## src/isaPkg.sv

```systemverilog
/*
 * Instruction set of the 16-bit eight-register core.
 * Every word is 16 bits with the opcode in bits 15:11.
 * Opcodes that are not listed here decode as illegal.
 */
package isaPkg;

   localparam int DataWidth = 16;
   localparam int RegAddrWidth = 3;

   typedef enum logic [4:0] {
      HALT  = 5'b00000,
      NOP   = 5'b00001,
      ADDI  = 5'b01000,
      SUBI  = 5'b01001,
      XORI  = 5'b01010,
      ANDNI = 5'b01011,
      SLBI  = 5'b10010,
      ROLI  = 5'b10100,
      SLLI  = 5'b10101,
      LBI   = 5'b11000,
      ALUR  = 5'b11011
   } opcode_t;

   // Function field of the register-register group
   typedef enum logic [1:0] {
      ADD  = 2'b00,
      SUB  = 2'b01,
      XOR  = 2'b10,
      ANDN = 2'b11
   } aluFunc_t;

   typedef struct packed {
      opcode_t opcode;
      logic [RegAddrWidth-1:0] rs;
      logic [RegAddrWidth-1:0] rt;
      logic [RegAddrWidth-1:0] rd;
      aluFunc_t func;
   } rFormat_t;

   typedef struct packed {
      opcode_t opcode;
      logic [RegAddrWidth-1:0] rs;
      logic [RegAddrWidth-1:0] rd;
      logic [4:0] imm5;
   } iFormat_t;

   typedef struct packed {
      opcode_t opcode;
      logic [RegAddrWidth-1:0] rd;
      logic [7:0] imm8;
   } biFormat_t;

   // One instruction word seen through each of the three formats
   typedef union packed {
      rFormat_t r;
      iFormat_t i;
      biFormat_t bi;
   } instr_t;

endpackage

```

## src/pipePkg.sv

```systemverilog
/*
 * Pipeline bundles passed between the core's stages.
 * QueueDepth must be a power of two and equals the sender's starting credits.
 */
package pipePkg;

   localparam int QueueDepth = 4;
   localparam int QueuePtrWidth = $clog2(QueueDepth);
   localparam int QueueCountWidth = $clog2(QueueDepth + 1);

   typedef enum logic [2:0] {ADD, SUB, XOR, ANDN, ROL, SLL, PASSB, SLBI} aluOp_t;

   typedef struct packed {
      logic valid;
      aluOp_t aluOp;
      logic [isaPkg::DataWidth-1:0] opA;
      logic [isaPkg::DataWidth-1:0] opB;
      logic [isaPkg::RegAddrWidth-1:0] dest;
      logic regWrite;
      logic halt;
      logic illegal;
   } dxBundle_t;

   typedef struct packed {
      logic valid;
      logic regWrite;
      logic [isaPkg::RegAddrWidth-1:0] dest;
      logic [isaPkg::DataWidth-1:0] value;
      logic halt;
      logic illegal;
   } xrBundle_t;

   // Result of the instruction now in execute
   typedef struct packed {
      logic valid;
      logic [isaPkg::RegAddrWidth-1:0] dest;
      logic [isaPkg::DataWidth-1:0] value;
   } fwdPath_t;

   typedef struct packed {
      logic valid;
      logic [isaPkg::RegAddrWidth-1:0] regAddr;
      logic [isaPkg::DataWidth-1:0] data;
   } wbEvent_t;

endpackage

```

## src/instrQueue.sv

```systemverilog
/*
 * Credit-based instruction FIFO of pipePkg::QueueDepth entries.
 * The sender may push only while it holds a credit; a push into a full
 * queue is dropped and flagged. One cmdCredit pulse follows each pop.
 */
`timescale 1ns/1ps

module instrQueue (
   input  logic clk,
   input  logic rst,
   input  logic cmdPush,
   input  isaPkg::instr_t cmdInstr,
   input  logic pop,
   output logic headValid,
   output isaPkg::instr_t headInstr,
   output logic cmdCredit
);

   isaPkg::instr_t entries [pipePkg::QueueDepth];
   logic [pipePkg::QueuePtrWidth-1:0] wrPtr;
   logic [pipePkg::QueuePtrWidth-1:0] rdPtr;
   logic [pipePkg::QueueCountWidth-1:0] count;
   logic doPush;
   logic doPop;

   assign headValid = (count != '0);
   assign headInstr = entries[rdPtr];
   assign doPush = cmdPush && (count != pipePkg::QueueDepth);
   assign doPop = pop && headValid;

   always_ff @(posedge clk) begin
      if (doPush) begin
         entries[wrPtr] <= cmdInstr;
      end
   end

   // Pointers wrap on their own since the depth is a power of two
   always_ff @(posedge clk) begin
      if (rst) begin
         wrPtr <= '0;
         rdPtr <= '0;
         count <= '0;
         cmdCredit <= 1'b0;
      end else begin
         if (doPush) begin
            wrPtr <= wrPtr + 1'b1;
         end
         if (doPop) begin
            rdPtr <= rdPtr + 1'b1;
         end
         if (doPush && !doPop) begin
            count <= count + 1'b1;
         end else if (doPop && !doPush) begin
            count <= count - 1'b1;
         end
         cmdCredit <= doPop;
      end
   end

   // Sender pushed without holding a credit
   noPushWhenFull: assert property (@(posedge clk) disable iff (rst)
      cmdPush |-> (count != pipePkg::QueueDepth))
      else $error("instrQueue: push while the queue is full");

endmodule

```

## src/regFile.sv

```systemverilog
/*
 * Eight 16-bit registers, all cleared by reset.
 * Reads are combinational and see a write made in the same cycle.
 */
`timescale 1ns/1ps

module regFile (
   input  logic clk,
   input  logic rst,
   input  logic [isaPkg::RegAddrWidth-1:0] rdAddrA,
   input  logic [isaPkg::RegAddrWidth-1:0] rdAddrB,
   output logic [isaPkg::DataWidth-1:0] rdDataA,
   output logic [isaPkg::DataWidth-1:0] rdDataB,
   input  logic wrEn,
   input  logic [isaPkg::RegAddrWidth-1:0] wrAddr,
   input  logic [isaPkg::DataWidth-1:0] wrData
);

   logic [isaPkg::DataWidth-1:0] regs [2**isaPkg::RegAddrWidth];

   always_ff @(posedge clk) begin
      if (rst) begin
         for (int i = 0; i < 2**isaPkg::RegAddrWidth; i++) begin
            regs[i] <= '0;
         end
      end else if (wrEn) begin
         regs[wrAddr] <= wrData;
      end
   end

   // Write-through covers the instruction two ahead in result
   assign rdDataA = (wrEn && wrAddr == rdAddrA) ? wrData : regs[rdAddrA];
   assign rdDataB = (wrEn && wrAddr == rdAddrB) ? wrData : regs[rdAddrB];

endmodule

```

## src/decode.sv

```systemverilog
/*
 * Decodes the queue head and registers the bundle for execute.
 * Operands come from execute's forward path first, then the register file.
 * Popping stops for good once a HALT has been taken, until reset.
 */
`timescale 1ns/1ps

module decode (
   input  logic clk,
   input  logic rst,
   input  logic headValid,
   input  isaPkg::instr_t headInstr,
   input  logic halted,
   output logic pop,
   output logic [isaPkg::RegAddrWidth-1:0] rdAddrA,
   output logic [isaPkg::RegAddrWidth-1:0] rdAddrB,
   input  logic [isaPkg::DataWidth-1:0] rdDataA,
   input  logic [isaPkg::DataWidth-1:0] rdDataB,
   input  pipePkg::fwdPath_t fwd,
   output pipePkg::dxBundle_t dx
);

   logic haltSeen;
   logic [isaPkg::DataWidth-1:0] regA;
   logic [isaPkg::DataWidth-1:0] regB;
   logic [isaPkg::DataWidth-1:0] immS5;
   logic [isaPkg::DataWidth-1:0] immZ5;
   logic [isaPkg::DataWidth-1:0] immSh;
   logic [isaPkg::DataWidth-1:0] immS8;
   logic [isaPkg::DataWidth-1:0] immZ8;
   pipePkg::dxBundle_t dxNext;

   assign pop = headValid && !halted && !haltSeen;

   // Bits 10:8 hold rs in R and I formats and rd in SLBI, which reads it
   assign rdAddrA = headInstr.r.rs;
   assign rdAddrB = headInstr.r.rt;
   assign regA = (fwd.valid && fwd.dest == rdAddrA) ? fwd.value : rdDataA;
   assign regB = (fwd.valid && fwd.dest == rdAddrB) ? fwd.value : rdDataB;

   assign immS5 = {{(isaPkg::DataWidth-5){headInstr.i.imm5[4]}}, headInstr.i.imm5};
   assign immZ5 = {{(isaPkg::DataWidth-5){1'b0}}, headInstr.i.imm5};
   assign immSh = {{(isaPkg::DataWidth-4){1'b0}}, headInstr.i.imm5[3:0]};
   assign immS8 = {{(isaPkg::DataWidth-8){headInstr.bi.imm8[7]}}, headInstr.bi.imm8};
   assign immZ8 = {{(isaPkg::DataWidth-8){1'b0}}, headInstr.bi.imm8};

   always_comb begin
      dxNext = '0;
      dxNext.valid = pop;
      dxNext.opA = regA;
      dxNext.opB = regB;
      dxNext.dest = headInstr.i.rd;
      dxNext.regWrite = 1'b1;
      case (headInstr.r.opcode)
         isaPkg::ALUR: begin
            dxNext.dest = headInstr.r.rd;
            case (headInstr.r.func)
               isaPkg::ADD: dxNext.aluOp = pipePkg::ADD;
               isaPkg::SUB: dxNext.aluOp = pipePkg::SUB;
               isaPkg::XOR: dxNext.aluOp = pipePkg::XOR;
               default: dxNext.aluOp = pipePkg::ANDN;
            endcase
         end
         isaPkg::ADDI: begin
            dxNext.aluOp = pipePkg::ADD;
            dxNext.opB = immS5;
         end
         isaPkg::SUBI: begin
            dxNext.aluOp = pipePkg::SUB;
            dxNext.opB = immS5;
         end
         isaPkg::XORI: begin
            dxNext.aluOp = pipePkg::XOR;
            dxNext.opB = immZ5;
         end
         isaPkg::ANDNI: begin
            dxNext.aluOp = pipePkg::ANDN;
            dxNext.opB = immZ5;
         end
         isaPkg::ROLI: begin
            dxNext.aluOp = pipePkg::ROL;
            dxNext.opB = immSh;
         end
         isaPkg::SLLI: begin
            dxNext.aluOp = pipePkg::SLL;
            dxNext.opB = immSh;
         end
         isaPkg::LBI: begin
            dxNext.dest = headInstr.bi.rd;
            dxNext.aluOp = pipePkg::PASSB;
            dxNext.opB = immS8;
         end
         isaPkg::SLBI: begin
            dxNext.dest = headInstr.bi.rd;
            dxNext.aluOp = pipePkg::SLBI;
            dxNext.opB = immZ8;
         end
         isaPkg::NOP: dxNext.regWrite = 1'b0;
         isaPkg::HALT: begin
            dxNext.regWrite = 1'b0;
            dxNext.halt = 1'b1;
         end
         default: begin
            dxNext.regWrite = 1'b0;
            dxNext.illegal = 1'b1;
         end
      endcase
   end

   always_ff @(posedge clk) begin
      if (rst) begin
         dx.valid <= 1'b0;
         dx.regWrite <= 1'b0;
         dx.halt <= 1'b0;
         dx.illegal <= 1'b0;
         haltSeen <= 1'b0;
      end else begin
         dx <= dxNext;
         if (pop && headInstr.r.opcode == isaPkg::HALT) begin
            haltSeen <= 1'b1;
         end
      end
   end

   // An illegal word must never reach the register file downstream
   noWriteOnIllegal: assert property (@(posedge clk) disable iff (rst)
      dx.valid |-> !(dx.regWrite && dx.illegal))
      else $error("decode: bundle has both regWrite and illegal set");

endmodule

```

## src/execute.sv

```systemverilog
/*
 * ALU, shifter and byte-immediate merge for one instruction per cycle.
 * Shift and rotate amounts use the low four bits of opB only.
 */
`timescale 1ns/1ps

module execute (
   input  logic clk,
   input  logic rst,
   input  pipePkg::dxBundle_t dx,
   output pipePkg::fwdPath_t fwd,
   output pipePkg::xrBundle_t xr
);

   logic [isaPkg::DataWidth-1:0] aluOut;
   logic [2*isaPkg::DataWidth-1:0] rotWide;
   logic [3:0] shAmt;

   assign shAmt = dx.opB[3:0];
   // Upper half of the doubled word is the rotated value
   assign rotWide = {dx.opA, dx.opA} << shAmt;

   always_comb begin
      case (dx.aluOp)
         pipePkg::ADD: aluOut = dx.opA + dx.opB;
         pipePkg::SUB: aluOut = dx.opA - dx.opB;
         pipePkg::XOR: aluOut = dx.opA ^ dx.opB;
         pipePkg::ANDN: aluOut = dx.opA & ~dx.opB;
         pipePkg::ROL: aluOut = rotWide[2*isaPkg::DataWidth-1:isaPkg::DataWidth];
         pipePkg::SLL: aluOut = dx.opA << shAmt;
         pipePkg::SLBI: aluOut = (dx.opA << 8) | dx.opB;
         default: aluOut = dx.opB;
      endcase
   end

   // Lets decode pick up this result one cycle before it is registered
   assign fwd = '{valid: dx.valid && dx.regWrite, dest: dx.dest, value: aluOut};

   always_ff @(posedge clk) begin
      if (rst) begin
         xr.valid <= 1'b0;
         xr.regWrite <= 1'b0;
         xr.halt <= 1'b0;
         xr.illegal <= 1'b0;
      end else begin
         xr.valid <= dx.valid;
         xr.regWrite <= dx.regWrite;
         xr.halt <= dx.halt;
         xr.illegal <= dx.illegal;
      end
      xr.dest <= dx.dest;
      xr.value <= aluOut;
   end

endmodule

```

## src/result.sv

```systemverilog
/*
 * Retires the execute result as a register write and a wb event.
 * halted and err are sticky until reset. The wb port has no ready.
 */
`timescale 1ns/1ps

module result (
   input  logic clk,
   input  logic rst,
   input  pipePkg::xrBundle_t xr,
   output logic wrEn,
   output logic [isaPkg::RegAddrWidth-1:0] wrAddr,
   output logic [isaPkg::DataWidth-1:0] wrData,
   output pipePkg::wbEvent_t wb,
   output logic halted,
   output logic err
);

   assign wrEn = xr.valid && xr.regWrite;
   assign wrAddr = xr.dest;
   assign wrData = xr.value;
   assign wb = '{valid: wrEn, regAddr: xr.dest, data: xr.value};

   always_ff @(posedge clk) begin
      if (rst) begin
         halted <= 1'b0;
         err <= 1'b0;
      end else begin
         if (xr.valid && xr.halt) begin
            halted <= 1'b1;
         end
         // only one error source in this core
         if (xr.valid && xr.illegal) begin
            err <= 1'b1;
         end
      end
   end

   // Decode must stop issuing once HALT is taken
   quietAfterHalt: assert property (@(posedge clk) disable iff (rst)
      halted |-> !wb.valid)
      else $error("result: write-back event after halt");

endmodule

```

## src/proc.sv

```systemverilog
/*
 * Core top level: instruction queue, register file and three stages.
 * Instructions arrive through the credit port only; the sender starts
 * with pipePkg::QueueDepth credits after reset.
 */
`timescale 1ns/1ps

module proc (
   input  logic clk,
   input  logic rst,
   input  logic cmdPush,
   input  isaPkg::instr_t cmdInstr,
   output logic cmdCredit,
   output pipePkg::wbEvent_t wb,
   output logic halted,
   output logic err
);

   logic pop;
   logic headValid;
   isaPkg::instr_t headInstr;
   logic [isaPkg::RegAddrWidth-1:0] rdAddrA;
   logic [isaPkg::RegAddrWidth-1:0] rdAddrB;
   logic [isaPkg::DataWidth-1:0] rdDataA;
   logic [isaPkg::DataWidth-1:0] rdDataB;
   logic wrEn;
   logic [isaPkg::RegAddrWidth-1:0] wrAddr;
   logic [isaPkg::DataWidth-1:0] wrData;
   pipePkg::fwdPath_t fwd;
   pipePkg::dxBundle_t dx;
   pipePkg::xrBundle_t xr;

   instrQueue queueSection (
      .clk(clk), .rst(rst), .cmdPush(cmdPush), .cmdInstr(cmdInstr),
      .pop(pop), .headValid(headValid), .headInstr(headInstr), .cmdCredit(cmdCredit)
   );

   regFile regFileSection (
      .clk(clk), .rst(rst), .rdAddrA(rdAddrA), .rdAddrB(rdAddrB),
      .rdDataA(rdDataA), .rdDataB(rdDataB),
      .wrEn(wrEn), .wrAddr(wrAddr), .wrData(wrData)
   );

   // halted from result closes the loop back into decode
   decode decodeSection (
      .clk(clk), .rst(rst), .headValid(headValid), .headInstr(headInstr),
      .halted(halted), .pop(pop), .rdAddrA(rdAddrA), .rdAddrB(rdAddrB),
      .rdDataA(rdDataA), .rdDataB(rdDataB), .fwd(fwd), .dx(dx)
   );

   execute executeSection (
      .clk(clk), .rst(rst), .dx(dx), .fwd(fwd), .xr(xr)
   );

   result resultSection (
      .clk(clk), .rst(rst), .xr(xr), .wrEn(wrEn), .wrAddr(wrAddr),
      .wrData(wrData), .wb(wb), .halted(halted), .err(err)
   );

endmodule

```

## config.mk

```make
export PLATFORM = sky130hd
export DESIGN_NAME = proc
export DESIGN_NICKNAME = d
export VERILOG_FILES = /design/src/isaPkg.sv /design/src/pipePkg.sv /design/src/instrQueue.sv /design/src/regFile.sv /design/src/decode.sv /design/src/execute.sv /design/src/result.sv /design/src/proc.sv
export SDC_FILE = /design/constraint.sdc
export NUM_CORES = 1
export LEC_CHECK = 0
export BUFFER_PORTS_ARGS = -buffer_cell sky130_fd_sc_hd__buf_4
export CAP_MARGIN = 10
export CORE_UTILIZATION = 35
export DETAILED_ROUTE_END_ITERATION = 7
export GPL_TIMING_DRIVEN = 0
export PLACE_DENSITY = 0.49
export SYNTH_ARGS = -nofsm -noshare
export SYNTH_HDL_FRONTEND = slang
export SYNTH_HIERARCHICAL = 1
export SYNTH_SLANG_ARGS = --single-unit
```

## constraint.sdc

```tcl
create_clock -name clk -period 5.2 [get_ports clk]
set_clock_uncertainty 0.1 [all_clocks]
set_input_delay 1.04 -clock clk [delete_from_list [all_inputs] [get_ports clk]]
set_output_delay 1.04 -clock clk [all_outputs]
set_load 0.05 [all_outputs]
```

Word level (Yosys, flattened, before mapping)
Memory sizes are Yosys's and may differ from the RTL's. A register that Yosys moved wholly into a read port is not among the register bits.
Cells that the tools add are included.
{"block": "classes", "addsub": 6, "eq_ne": 23, "shifts": 2, "n_mux": 26, "bitwise": 4, "reduce_logical": 31}
{"cell": "case mux 16 bit (7 select lines)", "count": 1}
{"cell": "2-to-1 mux 16 bit", "count": 5}
{"cell": "case mux 16 bit (5 select lines)", "count": 1}
{"cell": "left shift 32 x 4 -> 32 bit", "count": 1}
{"cell": "== test 5 bit, second input constant", "count": 5}
{"cell": "case mux 3 bit (8 select lines)", "count": 1}
{"cell": "== test 5 x 4 -> 1 bit, second input constant", "count": 4}
{"cell": "adder 16 bit", "count": 1}
{"cell": "bitwise AND 16 bit", "count": 1}
{"cell": "NOT 16 bit", "count": 1}
{"cell": "bitwise OR 16 bit", "count": 1}
{"cell": "OR reduction 16 bit", "count": 1}
{"cell": "left shift 16 x 4 -> 16 bit", "count": 1}
{"cell": "subtractor 16 bit", "count": 1}
{"cell": "bitwise XOR 16 bit", "count": 1}
{"cell": "logical AND 1 bit", "count": 15}
{"cell": "== test 3 bit", "count": 4}
{"cell": "2-to-1 mux 1 bit", "count": 11}
{"cell": "OR reduction 11 bit", "count": 1}
{"cell": "== test 3 bit, second input constant", "count": 3}
{"cell": "2-to-1 mux 3 bit", "count": 3}
{"cell": "OR reduction 9 bit", "count": 1}
{"cell": "OR reduction 2 bit", "count": 4}
{"cell": "== test 3 x 2 -> 1 bit, second input constant", "count": 2}
{"cell": "other kinds (17)", "count": 22}
{"block": "totals", "register_bits": 76, "ramBits": 192, "in_bits": 19, "n_memories": 2}
{"name": "regFileSection.regs", "words": 8, "width": 16, "rd": 2, "rd_clocked_by_memory_dff": 0, "wr": 8, "line": "regFile.sv:19", "rtl": "logic [isaPkg::DataWidth-1:0] regs [2**isaPkg::RegAddrWidth];"}
{"name": "queueSection.entries", "words": 4, "width": 16, "rd": 1, "rd_clocked_by_memory_dff": 1, "wr": 1, "line": "instrQueue.sv:19", "rtl": "isaPkg::instr_t entries [pipePkg::QueueDepth];"}

Depth between registers and ports, before layout
{"block": "depth", "ltp_word": 7, "depth_mapped": 18, "ltp_nobuf": 15}

Modules after synthesis
The synthesis kept the hierarchy.
{"module": "regFile", "instances": 1, "cells_each": 445, "area_per_inst_um2": 7453.4, "seq_area_each_um2": 3843.7}
{"module": "execute", "instances": 1, "cells_each": 462, "area_per_inst_um2": 3699.8, "seq_area_each_um2": 460.4}
{"module": "instrQueue", "instances": 1, "cells_each": 133, "area_per_inst_um2": 2855.2, "seq_area_each_um2": 2122.0}
{"module": "decode", "instances": 1, "cells_each": 169, "area_per_inst_um2": 2269.7, "seq_area_each_um2": 1241.2}
{"module": "result", "instances": 1, "cells_each": 46, "area_per_inst_um2": 357.8, "seq_area_each_um2": 40.0}

Worst setup path after synthesis
No wires, ideal clock.
{"block": "synth_timing", "path_kind": "flip-flop to flip-flop", "from": "register decodeSection/dx[40] (netlist name)", "to": "register decodeSection/dx[31] (netlist name)", "setup_time_ns": 0.262, "t_arrival_ns": 3.172, "setup_slack_ns": 1.666, "path_stages_with_launch": 14, "n_path_buf": 1, "period_less_slack_ns": 3.534, "cell_sequence": "edfxtp_1 -> or2_1 -> clkbuf_1 -> nor2_1 -> a21oi_1 -> xnor2_1 -> ha_1 -> a21o_1 -> a31oi_1 -> a211oi_1 -> or3_1 -> nand3_1 -> a41oi_1 -> mux2_1"}

==> results.txt <==
- On the critical path, the stage with the largest delay is an instance of o311ai_0.
- Area occupied by multi-input gates: 8030 um2
* Reg2reg start: decodeSection/dx[38]
- Maximum cell stage delay along the critical path: 920 ps
- Standard-cell row count: 79
* Setup TNS: 0 ps
- After clock tree synthesis, the clock-pin slew on the worst setup and hold paths is 60 ps.
- In this run the tightest slew margin relative to its limit is 28.8%.
- Cells on worst reg2reg path: 12
* Die area: 48,400 um2
* GRT Resource Usage Total: 20.2%
* Post-CTS setup repair buffer count: 0
- Count of hold buffers inserted by post-cts repair: 0
- Static timing analysis puts the maximum clock frequency at 196 MHz.
* Height of the die: 220 um
* DRC Markers: 4
* Count of flip-flops with a built-in enable after synthesis: 230
- Class of the worst hold path: flop to flop
* Number of iterations in the first detailed-routing pass: 7
- The layout has 4,378 filler cells.
- The total count of hold-check failures in the final report is 0.
* Post-Synthesis Cells: 1,255
- STA classifies the critical path startpoint as a flop.
- Critical path endpoint category: flop
* Drt total wl: 48.5 mm
- The floorplan step set the die width to 220 um.
- Buffers placed on the I/O ports in this run total 41.
- Layout-stage area growth over the synthesis result: 12.3%
- Final worst-path cycle share: 97.9%
- Crit path launch: decodeSection/dx[38]
- Std-Cell Core Area: 46,800 um2
- In this run the cell area measured after placement is 17,700 um2.
* Remaining antenna violation count: 0
- Register-to-Register Setup Slack: 110 ps
- Data on the critical path is required at its endpoint by 5500 ps.
* Class of the most critical setup path: flop to flop
- Commonest non-fill, non-tap cell in the layout: edfxtp_1
- TritonCTS built the clock tree.
- Leakage: 7.22 nW
- For the pin with the worst max-slew slack, the measured transition is 1060 ps.
- The most numerous cell type found on the critical path is nor2_1.
- Post-route design area: 18,700 um2
- Sinks on Clock Net: 270
- The top cell types in the final layout, fill and taps aside, are edfxtp_1, and2_1, buf_4.
* Combined buffer and inverter count along the critical path: 2
- Total overflow reported by the global router: 0
- Count of synthesis-stage warnings from yosys: 6
- After synthesis, the share of flip-flops with an asynchronous set or reset is 0%.
- The first global-routing pass estimated 71.6 mm of wire.
- The longest clock path from root to sink contains 3 buffers.
- Final-report max-slew violation count: 0
- In this run the number of H-tree levels came out at 1.
- Worst Path Max Fanout: 10
- Routability cong.: 0.918
- The sequential cells in the finished layout cover a total of 7710 um2.
- The most used flip-flop cell after synthesis is edfxtp_1.
- The number of antenna violations at the first check in global routing is 0.
- In the final design database the tool counted 1,387 nets.
* Data arrival time of the worst path: 5390 ps
- Maximum number of pins on one net before global-route repair: 42
- Register bit total from synthesis: 270
- Max-cap violations in this run came to 0.
* Synthesized Nets: 1,313
* FF-to-FF End: decodeSection/dx[12]
- Number of design-rule violations left by the first detailed-router iteration: 677
- Setup repair after global routing left no endpoint under its margin.
* Worst IR Drop VDD: 459 uV
* Total number of vias: 10.8k
* Average wire per cell in the routed design: 24.8 um
* Mean cell area of the mapped netlist: 13.3 um2
* Number of resized instances in the post-cts repair step: 0
- Count of distinct cell types in the synthesized netlist: 83
- After synthesis the cells add up to 16,600 um2.
- After detailed routing, the number of vias per cell comes to 5.51.
- Among cell families on the critical path, the largest total delay comes from compound AO/OA/AOI/OAI gates.
* Clock root cell: clkbuf_16
* Clock latency of the later-clocked register in the worst-skew pair: 600 ps
- The worst path needs 5090 ps of the cycle, external delays included.
* Register area share after synthesis: 46.3%
- The number of global-route vias before repair is 10.8k.
- Fraction of layout cells with a size suffix above 1: 23.0%
- Setup violations remaining at the end of the flow were counted as 0.
* Number of stages on the worst setup path: 12
* Antenna fix cells: 0
- TritonCTS Buffers: 31
- Critical path, cell by cell: buf_2 -> buf_1 -> nand2_1 -> nor2_1 -> a21oi_1 -> fa_1 -> a21o_1 -> a311oi_1 -> nor2_1 -> o311ai_0 -> mux2i_1 -> a22oi_1
- The checks that failed: design-rule violations.
- The flow ran to the end, but the final reports show violations.
- Starting utilization of the core area: 35.6%
- Power density over the cells: 614 nW/um2
- Top-Level Pins: 42
* Detailed placer's ending HPWL: 35.1 mm
- In this run the worst setup path terminates at decodeSection/dx[12].
## stage by stage
step | hold WS, ps | power (W) | instances | setup WS [ps] | utilization (%)
after floorplan | 249 | 0.00744 | 1255 | 1670 | -
after global placement | 292 | 0.00934 | 1903 | 207 | 37.9
after detailed placement | 279 | 0.00935 | 1903 | 292 | 37.9
after CTS | 296 | 0.0115 | 1961 | 247 | 40.0
after global routing | 310 | 0.0121 | 1961 | 13.4 | 40.0
final | 294 | 0.0115 | 1961 | 110 | 40.0
## sequential cells by signal, indices dropped and copies added, names as in the netlist, named ones only
| signal | flops |
|---|---|
| executeSection/xr | 23 |
| decodeSection/haltSeen | 1 |
| queueSection/count | 3 |
| regFileSection/regs | 128 |
| resultSection/halted | 1 |
| decodeSection/dx | 42 |
| queueSection/entries | 64 |
| queueSection/cmdCredit | 1 |
| queueSection/wrPtr | 2 |
| resultSection/err | 1 |
| queueSection/rdPtr | 2 |
## synth_stat cells, drive strengths merged, types with 26 or more instances
library cell | instances | share of area (%)
a21oi | 34 | 1.1
buf | 86 | 4.0
edfxtp | 230 | 42
mux2 | 97 | 6.9
and2 | 137 | 5.2
clkbuf | 37 | 0.83
o21ai | 43 | 1.3
ha | 37 | 2.8
nand2 | 63 | 1.4
nor2 | 63 | 1.4
mux4 | 102 | 15
inv | 26 | 0.59
mux2i | 31 | 1.9
xnor2 | 29 | 1.5
dfxtp | 40 | 4.8
## power by group
group | internal [W] | total (W) | switching, W
combinational | 0.00266 | 0.00617 | 0.00351
clock | 0.00124 | 0.00212 | 0.000882
sequential | 0.00276 | 0.00319 | 0.000425
## layout make-up
cell class	count	share of cell area, %
well taps	607	4.06
plain buffers	123	4.27
clock buffers	45	4.59
repair buffers	41	1.65
multi-input cells	836	43.0
clock inverters	13	0.683
inverters	26	0.522
flip-flops and latches	270	41.2
## per-layer routing
layer  vias to the layer above  global-route usage [%]  wire length, um
met5                         -                       0                0
met1                      5528                    28.8            22700
met2                       269                    32.7            22900
met3                        53                    2.06             2000
li1                       4960                       -                -
met4                         0                    5.01              960
## worst register-to-register path: stages, from the launching register on
cell and delay (ps):
edfxtp_1 530, buf_2 300, buf_1 470, nand2_1 390, nor2_1 180, a21oi_1 90, fa_1 470, a21o_1 230
a311oi_1 370, nor2_1 140, o311ai_0 920, mux2i_1 450, a22oi_1 290
## logic make-up after synthesis
| logic type | share of synthesized area, % |
|---|---|
| and+or+nand+nor | 11.6 |
| adders and majority gates | 3.02 |
| buffers and inverters | 5.39 |
| DFF | 46.3 |
| AOI/OAI and AO/OA | 7.54 |
| muxes | 24.1 |
| xor gates and xnor gates | 2.05 |
## how the worst min path moves through the flow
stage          cells after the start           startpoint               endpoint
2_1_floorplan                      0  decodeSection/dx[3]  executeSection/xr[18]
3_3_place_gp                       0  decodeSection/dx[5]  executeSection/xr[20]
3_5_place_dp                       0  decodeSection/dx[4]  executeSection/xr[19]
4_1_cts                            0  decodeSection/dx[4]  executeSection/xr[19]
5_1_grt                            0  decodeSection/dx[5]  executeSection/xr[20]
6_report                           0  decodeSection/dx[4]  executeSection/xr[19]
Note: power is estimated with default switching activity, not from simulation.
